## src/common/pipe_trace_defines.svh

```systemverilog
////////////////////////////////////////////////////////////
// Width macros for the instruction trace unit
// Tags, cycle stamps, program counters, hazard counts
////////////////////////////////////////////////////////////

`ifndef PIPE_TRACE_DEFINES_SVH
`define PIPE_TRACE_DEFINES_SVH

// Instruction tag, wraps after 256 fetches
`define PT_TAG_W 8

// Free running cycle counter and every stage stamp
`define PT_CYCLE_W 16

// Program counter of a fetched instruction
`define PT_PC_W 32

// Stall, flush and retirement counters
`define PT_CNT_W 16

`endif

```

## src/common/pipe_trace_pkg.sv

```systemverilog
////////////////////////////////////////////////////////////
// Shared types of the trace unit
// Tag, cycle, pc and count scalars, stage stamps, slot
////////////////////////////////////////////////////////////

`default_nettype none

package pipe_trace_pkg;

    `include "pipe_trace_defines.svh"

    ////////////////////////////////////////////////////////////
    // Scalars
    ////////////////////////////////////////////////////////////

    typedef logic [`PT_TAG_W-1:0]   tag_t;
    typedef logic [`PT_CYCLE_W-1:0] cycle_t;
    typedef logic [`PT_PC_W-1:0]    pc_t;
    typedef logic [`PT_CNT_W-1:0]   cnt_t;

    ////////////////////////////////////////////////////////////
    // Stage entry stamps and slot contents
    ////////////////////////////////////////////////////////////

    // First cycle spent in each stage, fetch in the top bits
    typedef struct packed {
        cycle_t fetch;
        cycle_t decode;
        cycle_t execute;
        cycle_t memory;
        cycle_t writeback;
    } stamp_t;

    // One pipeline slot
    typedef struct packed {
        logic   valid;    // Live instruction, otherwise a bubble
        tag_t   tag;
        pc_t    pc;
        stamp_t stamp;
    } slot_t;

endpackage

`default_nettype wire

```

## src/common/trace_stage_if.sv

```systemverilog
////////////////////////////////////////////////////////////
// Write-back slot link from the tag tracker to the reporter
// Slot contents plus the current cycle number
////////////////////////////////////////////////////////////

`timescale 1ns/1ns
`default_nettype none

interface trace_stage_if;

    import pipe_trace_pkg::*;

    slot_t  wb_slot;    // Valid bit marks a live instruction this cycle
    cycle_t cycle;      // Cycle number seen by the tracker

    // Tracker side
    modport src (
        output wb_slot,
        output cycle
    );

    // Reporter side
    modport dst (
        input wb_slot,
        input cycle
    );

endinterface

`default_nettype wire

```

## src/tracker/stage_tag_tracker.sv

```systemverilog
////////////////////////////////////////////////////////////
// Pipeline slot model for the five stage CPU
// Tag assignment, stall and flush movement, entry stamps
////////////////////////////////////////////////////////////

`timescale 1ns/1ns
`default_nettype none

module stage_tag_tracker (
    input  wire logic                   clk,
    input  wire logic                   rst,
    input  wire logic                   fetch_valid,
    input  wire pipe_trace_pkg::pc_t    fetch_pc,
    input  wire logic                   stall,
    input  wire logic                   flush,
    input  wire pipe_trace_pkg::cycle_t cycle,
    trace_stage_if.src                  wb
);

    import pipe_trace_pkg::*;

    // Movement applied at the coming edge
    typedef enum logic [1:0] {
        MV_RUN,
        MV_STALL,
        MV_FLUSH
    } move_e;

    move_e  move;
    logic   accept;        // Fetch taken into decode
    cycle_t cycle_next;    // Cycle number after the edge
    tag_t   next_tag;

    slot_t  dec_q;
    slot_t  ex_q;
    slot_t  mem_q;
    slot_t  wb_q;          // Memory/write-back slot

    // Flush wins over stall
    always_comb begin
        if (flush) begin
            move = MV_FLUSH;
        end else if (stall) begin
            move = MV_STALL;
        end else begin
            move = MV_RUN;
        end
    end

    assign accept     = fetch_valid && (move == MV_RUN);
    assign cycle_next = cycle + 1'b1;

    ////////////////////////////////////////////////////////////
    // Tag counter
    ////////////////////////////////////////////////////////////

    always_ff @(posedge clk) begin
        if (rst) begin
            next_tag <= '0;
        end else if (accept) begin
            next_tag <= next_tag + 1'b1;   // Wraps
        end
    end

    ////////////////////////////////////////////////////////////
    // Slot movement
    ////////////////////////////////////////////////////////////

    always_ff @(posedge clk) begin
        if (rst) begin
            dec_q.valid <= 1'b0;
            ex_q.valid  <= 1'b0;
            mem_q.valid <= 1'b0;
            wb_q.valid  <= 1'b0;
        end else begin
            // Execute onward never holds
            wb_q               <= mem_q;
            mem_q              <= ex_q;
            mem_q.stamp.memory <= cycle_next;

            case (move)
                MV_RUN: begin
                    ex_q               <= dec_q;
                    ex_q.stamp.execute <= cycle_next;

                    dec_q.valid <= accept;
                    dec_q.tag   <= next_tag;
                    dec_q.pc    <= fetch_pc;
                    dec_q.stamp <= '{fetch: cycle, decode: cycle_next,
                                     execute: '0, memory: '0, writeback: '0};
                end
                MV_STALL: begin
                    ex_q.valid <= 1'b0;    // Bubble, decode holds
                end
                default: begin
                    // Decode dropped, presented fetch never tagged
                    ex_q.valid  <= 1'b0;
                    dec_q.valid <= 1'b0;
                end
            endcase
        end
    end

    // Write-back stamp is left for the reporter
    assign wb.wb_slot = wb_q;
    assign wb.cycle   = cycle;

endmodule

`default_nettype wire

```

## src/logic/hazard_tally.sv

```systemverilog
////////////////////////////////////////////////////////////
// Hazard counters beside the slot model
// Stall cycles, flush events, longest stall run
////////////////////////////////////////////////////////////

`timescale 1ns/1ns
`default_nettype none

module hazard_tally (
    input  wire logic           clk,
    input  wire logic           rst,
    input  wire logic           stall,
    input  wire logic           flush,
    output pipe_trace_pkg::cnt_t total_stalls,
    output pipe_trace_pkg::cnt_t total_flushes,
    output pipe_trace_pkg::cnt_t longest_stall
);

    import pipe_trace_pkg::*;

    logic stall_cycle;    // Flush overrides a concurrent stall
    cnt_t run_len;        // Stall cycles in the current run
    cnt_t run_next;

    assign stall_cycle = stall && !flush;
    assign run_next    = run_len + 1'b1;

    ////////////////////////////////////////////////////////////
    // Totals, one edge behind the strobes
    ////////////////////////////////////////////////////////////

    always_ff @(posedge clk) begin
        if (rst) begin
            total_stalls <= '0;
        end else if (stall_cycle) begin
            total_stalls <= total_stalls + 1'b1;
        end
    end

    always_ff @(posedge clk) begin
        if (rst) begin
            total_flushes <= '0;
        end else if (flush) begin
            total_flushes <= total_flushes + 1'b1;
        end
    end

    ////////////////////////////////////////////////////////////
    // Stall runs
    ////////////////////////////////////////////////////////////

    always_ff @(posedge clk) begin
        if (rst) begin
            run_len       <= '0;
            longest_stall <= '0;
        end else if (stall_cycle) begin
            run_len <= run_next;
            if (run_next > longest_stall) begin
                longest_stall <= run_next;   // New record run
            end
        end else begin
            run_len <= '0;                   // Run broken
        end
    end

endmodule

`default_nettype wire

```

## src/logic/retire_reporter.sv

```systemverilog
////////////////////////////////////////////////////////////
// Retirement record builder
// Registered record, hazard deltas, retired count
////////////////////////////////////////////////////////////

`timescale 1ns/1ns
`default_nettype none

module retire_reporter (
    input  wire logic            clk,
    input  wire logic            rst,
    trace_stage_if.dst           wb,
    input  wire pipe_trace_pkg::cnt_t total_stalls,
    input  wire pipe_trace_pkg::cnt_t total_flushes,
    output logic                 retire_valid,
    output pipe_trace_pkg::tag_t   retire_tag,
    output pipe_trace_pkg::pc_t    retire_pc,
    output pipe_trace_pkg::stamp_t retire_stamp,
    output pipe_trace_pkg::cnt_t   retire_stalls,
    output pipe_trace_pkg::cnt_t   retire_flushes,
    output pipe_trace_pkg::cnt_t   retired_count
);

    import pipe_trace_pkg::*;

    logic capture;         // Live instruction in write-back
    cnt_t snap_stalls;     // Totals at the previous capture
    cnt_t snap_flushes;

    assign capture = wb.wb_slot.valid;

    ////////////////////////////////////////////////////////////
    // Control state
    ////////////////////////////////////////////////////////////

    always_ff @(posedge clk) begin
        if (rst) begin
            retire_valid  <= 1'b0;
            retired_count <= '0;
            snap_stalls   <= '0;    // First record measures from reset
            snap_flushes  <= '0;
        end else begin
            retire_valid <= capture;    // One cycle pulse per slot
            if (capture) begin
                retired_count <= retired_count + 1'b1;
                snap_stalls   <= total_stalls;
                snap_flushes  <= total_flushes;
            end
        end
    end

    ////////////////////////////////////////////////////////////
    // Record payload
    ////////////////////////////////////////////////////////////

    always_ff @(posedge clk) begin
        if (capture) begin
            retire_tag   <= wb.wb_slot.tag;
            retire_pc    <= wb.wb_slot.pc;
            retire_stamp <= wb.wb_slot.stamp;

            // Write-back entry is the current cycle
            retire_stamp.writeback <= wb.cycle;

            // Growth since the last capture, wrap safe
            retire_stalls  <= total_stalls - snap_stalls;
            retire_flushes <= total_flushes - snap_flushes;
        end
    end

endmodule

`default_nettype wire

```

## src/logic/pipe_trace_top.sv

```systemverilog
////////////////////////////////////////////////////////////
// Trace unit top level
// Cycle counter, slot model, hazard tally, retire reporter
////////////////////////////////////////////////////////////

`timescale 1ns/1ns
`default_nettype none

module pipe_trace_top (
    input  wire logic                   clk,
    input  wire logic                   rst,
    input  wire logic                   fetch_valid,
    input  wire pipe_trace_pkg::pc_t    fetch_pc,
    input  wire logic                   stall,
    input  wire logic                   flush,
    output logic                        retire_valid,
    output pipe_trace_pkg::tag_t        retire_tag,
    output pipe_trace_pkg::pc_t         retire_pc,
    output pipe_trace_pkg::stamp_t      retire_stamp,
    output pipe_trace_pkg::cnt_t        retire_stalls,
    output pipe_trace_pkg::cnt_t        retire_flushes,
    output pipe_trace_pkg::cnt_t        retired_count,
    output pipe_trace_pkg::cnt_t        total_stalls,
    output pipe_trace_pkg::cnt_t        total_flushes,
    output pipe_trace_pkg::cnt_t        longest_stall
);

    import pipe_trace_pkg::*;

    cycle_t cycle;    // Reads 0 in the first cycle out of reset

    trace_stage_if wb_if ();

    always_ff @(posedge clk) begin
        if (rst) begin
            cycle <= '0;
        end else begin
            cycle <= cycle + 1'b1;
        end
    end

    ////////////////////////////////////////////////////////////
    // Blocks
    ////////////////////////////////////////////////////////////

    stage_tag_tracker stage_tag_tracker_i (
        .clk         (clk),
        .rst         (rst),
        .fetch_valid (fetch_valid),
        .fetch_pc    (fetch_pc),
        .stall       (stall),
        .flush       (flush),
        .cycle       (cycle),
        .wb          (wb_if.src)
    );

    // Same strobes as the tracker, totals also leave the top
    hazard_tally hazard_tally_i (
        .clk           (clk),
        .rst           (rst),
        .stall         (stall),
        .flush         (flush),
        .total_stalls  (total_stalls),
        .total_flushes (total_flushes),
        .longest_stall (longest_stall)
    );

    retire_reporter retire_reporter_i (
        .clk            (clk),
        .rst            (rst),
        .wb             (wb_if.dst),
        .total_stalls   (total_stalls),
        .total_flushes  (total_flushes),
        .retire_valid   (retire_valid),
        .retire_tag     (retire_tag),
        .retire_pc      (retire_pc),
        .retire_stamp   (retire_stamp),
        .retire_stalls  (retire_stalls),
        .retire_flushes (retire_flushes),
        .retired_count  (retired_count)
    );

endmodule

`default_nettype wire

```

## config.mk

```make
export PLATFORM = sky130hd
export DESIGN_NAME = pipe_trace_top
export DESIGN_NICKNAME = d
export VERILOG_FILES = /design/src/common/pipe_trace_pkg.sv /design/src/common/trace_stage_if.sv /design/src/tracker/stage_tag_tracker.sv /design/src/logic/hazard_tally.sv /design/src/logic/retire_reporter.sv /design/src/logic/pipe_trace_top.sv
export VERILOG_INCLUDE_DIRS = /design/src /design/src/common
export SDC_FILE = /design/constraint.sdc
export NUM_CORES = 1
export LEC_CHECK = 0
export BUFFER_PORTS_ARGS = -buffer_cell sky130_fd_sc_hd__buf_2
export CAP_MARGIN = 15
export CORE_MARGIN = 1
export CORE_UTILIZATION = 43
export DETAILED_ROUTE_END_ITERATION = 10
export HOLD_SLACK_MARGIN = 0.08
export PLACE_DENSITY = 0.64
export SYNTH_ARGS = -nofsm -noshare
export SYNTH_HDL_FRONTEND = slang
export SYNTH_SLANG_ARGS = --single-unit
```

## constraint.sdc

```tcl
create_clock -name clk -period 32.2 [get_ports clk]
set_input_delay 4.83 -clock clk [delete_from_list [all_inputs] [get_ports clk]]
set_output_delay 4.83 -clock clk [all_outputs]
set_load 0.01 [all_outputs]
```

==> flow_summary_export.csv <==
group,metric,value,unit
synthesis,synthTopCellsByCount,"edfxtp_1, nor2_1, dfxtp_1",
grt,grt_pass1_vias,11200,
critical_path,critical_path.max_stage_delay,0.81,ns
place,portBuffers,253,
grt,grt_usage,14.3,%
timing,rsz0062_at_grt,"false",
floorplanning,start_util,43.7,%
status,status,"finished, final reports clean",
place,pre_cts_ws,24.47,ns
synthesis,yosys_warnings,0,
timing,period_needed,7.04,ns
critical_path,crit_fanout,156,
floorplanning,io_pins,254,
place,place_area,24600,um2
grt,grt_util_met2,22.1,%
timing,hold_violations,0,
grt,use_met1,19.3,%
timing,worst_slack,25.16,ns
job,cap_violations,0,
synthesis,synth-async-reset-ratio,0,%
synthesis,synth-seq-cells,645,
timing,tns,0,ns
grt,grt_use_met3,3.91,%
timing,setup_viol_count_final,0,
route,totalWireLength,38300,um
timing,clock.fmax,142,MHz
layout,seq_area,18000,um2
floorplanning,die_area,53400,um2
layout,area_growth,18.9,%
critical_path,endpoint_kind,"flip-flop",
place,place.gp.congestion,0.816,
grt,grt_antenna_before_repair,1,
clocking,clockBufferDepth,3,
synthesis,yosysSeqAreaShare,79.6,%
route,num_vias,11500,
grt,grt_pass1_wl,59600,um
clocking,clk_latency,0.59,ns
timing,hold_ws,0.403,ns
power,combPwrFrac,2.4,%
critical_path,crit_chain,"buf_4 > buf_4 > inv_8 > buf_4",
critical_path,critPathTopFamily,"buffers and inverters",
synthesis,syn_nets,1464,
clocking,clock_tree.root_cell,"clkbuf_16",
grt,grt_max_degree,157,
place,dp_hpwl,24900,um
critical_path,cp_common_cell,"buf_4",
synthesis,synth_area,22600,um2
clocking,htreeDepth,3,
clocking,cts_setup_buffers,0,
power,p_sw_share,19.3,%
clocking,clk_pin_slew,0.06,ns
floorplanning,rows,83,
synthesis,yosysTopAreaCellShare,67.0,%
min_path,min_path_type,"reg -> reg",
power,vdd_drop_max,0.0342,mV
route,first_pass_iters,4,
power,powerDensity,64.1,nW/um2
floorplanning,die_h,231,um
layout,multi_input_comb_area,4220,um2
timing,fin_crit_sh,21.9,%
grt,grt_overflow_total,0,
synthesis,synth_ff_type,"edfxtp_1",
synthesis,synth_cells,1373,
synthesis,synth_edf_count,504,
power,switchingPower,0.000332,W
clocking,cts_buffers,66,
clocking,cts_resized,0,
clocking,clkSinkCount,645,
route,antenna_left,0,
route,wl_per_cell,15.9,um
power,pwr-share-clk,44.0,%
timing,max_slew.worst_pin.slew,1.08,ns
floorplanning,design.core.area,51600,um2
grt,grt_busiest_layer,"met2",
critical_path,cp_slowest_cell,"buf_4",
synthesis,synth_cell_types,52,
power,p_seq_share,53.6,%
timing,slew_headroom,28.3,%
layout,antenna_cells,0,
clocking,cts-hold-fix-buffers,0,
synthesis,syn_avg_cell_area,16.4,um2
layout,fin_util,52.0,%
critical_path,cp_num_buf_inv,4,
layout,design_area,26800,um2
synthesis,yosys.area.top_type,"edfxtp_1",
critical_path,path_class,"in -> reg",
route,drc,0,
layout,drive_above_1_share,20.6,%
critical_path,worstPathRequired,32.41,ns
layout,nFillCells,4209,
synthesis,synth.area.top_cells,"edfxtp_1, dfxtp_1, ha_1",
critical_path,cp-start-kind,"input pin",
synthesis,yosysMostFrequentCell,"edfxtp_1",
clocking,cts_tree,"yes",
layout,final_nets,1765,
critical_path,arrival,7.25,ns
route,drt-vias-per-instance,4.76,
timing,slew_viol_final,0,
floorplanning,die_w,231,um
power,power.internal,0.00139,W
timing,skew,0.0275,ns
power,p_leak,10.1,nW
route,drt_iter0_drc,711,
==> cell usage in the layout (no fill, tap or decap), drive strengths merged, types with 16 or more instances in the layout <==
cell type	instances
a21oi	29
and2	16
buf	259
clkbuf	98
dfxtp	141
edfxtp	504
ha	52
inv	77
mux2i	39
nand2	46
nand3	35
nand4	23
nor2	143
o21ai	20
xnor2	40
xor2	55
==> layout make-up <==
cell class	count	area share, %
clock inverter	21	1.11
multi-input combinational	626	15.7
inverter	76	1.09
sequential	645	66.9
tap	680	3.17
clock buffer	98	7.10
timing repair buffer	259	4.89
==> state kept, by name, indices dropped and copies added (netlist names), 16 cells and up <==
signal and flops:
cycle 16, retire_reporter_i.retire_pc 32, retire_reporter_i.retired_count 16, hazard_tally_i.longest_stall 16, stage_tag_tracker_i.wb.wb_slot 105, hazard_tally_i.run_len 16, retire_reporter_i.snap_flushes 16, stage_tag_tracker_i.dec_q 73
hazard_tally_i.total_stalls 16, retire_reporter_i.retire_stamp 80, retire_reporter_i.snap_stalls 16, stage_tag_tracker_i.mem_q 105, stage_tag_tracker_i.ex_q 73, retire_reporter_i.retire_stalls 16, retire_reporter_i.retire_flushes 16, hazard_tally_i.total_flushes 16
==> worst paths after layout <==
path | start | end | slack, ns | depth (start not counted)
worst max register to register | hazard_tally_i.run_len[0] | hazard_tally_i.longest_stall[1] | 27.97 | 14
worst min-delay path | stage_tag_tracker_i.ex_q[64] | stage_tag_tracker_i.mem_q[64] | 0.40 | 0
worst max-delay path | rst | stage_tag_tracker_i.mem_q[50] | 25.16 | 4
worst min register to register | stage_tag_tracker_i.ex_q[64] | stage_tag_tracker_i.mem_q[64] | 0.40 | 0
==> power groups by stage <==
stage / clock network (W) / logic [W] / registers, W
floorplan: 0 / 0.0000277 / 0.000942
global placement: 0 / 0.0000418 / 0.000938
detailed placement: 0 / 0.0000428 / 0.000938
CTS: 0.000780 / 0.0000431 / 0.000921
global route: 0.000814 / 0.0000474 / 0.000922
finish: 0.000757 / 0.0000419 / 0.000921
==> per-stage QoR <==
step                      power, W  cells
after global routing       0.00178   2405
after CTS                  0.00174   2405
after floorplan           0.000970   1373
after global placement    0.000979   2286
final                      0.00172   2405
after detailed placement  0.000981   2286
==> logic make-up after synthesis <==
group / share of synthesized area, %
AOI/OAI and AO/OA: 3.30
adders and majority gates: 3.06
muxes: 1.73
buffers and inverters: 1.78
DFF: 79.6
xor gates and xnor gates: 3.69
and+or+nand+nor: 6.89
==> routing by layer <==
layer	part of all wire, %	wire length (um)
met4	2.1	790
met3	6.5	2490
met1	46	17700
met2	45	17300
met5	0	0
==> worst reg2reg max path, cell delays in order (launching register included) <==
cell	delay, ns
dfxtp_1	0.45
ha_1	0.23
nand3_1	0.12
nor2_1	0.30
nand2_1	0.12
nor3_1	0.24
xnor2_1	0.25
inv_1	0.09
ha_1	0.29
nand4_1	0.14
nor4_1	0.46
a21boi_0	0.23
o311a_1	0.85
mux2i_1	0.28
nor2_1	0.06
No activity file was read; power rests on OpenSTA's default activity.
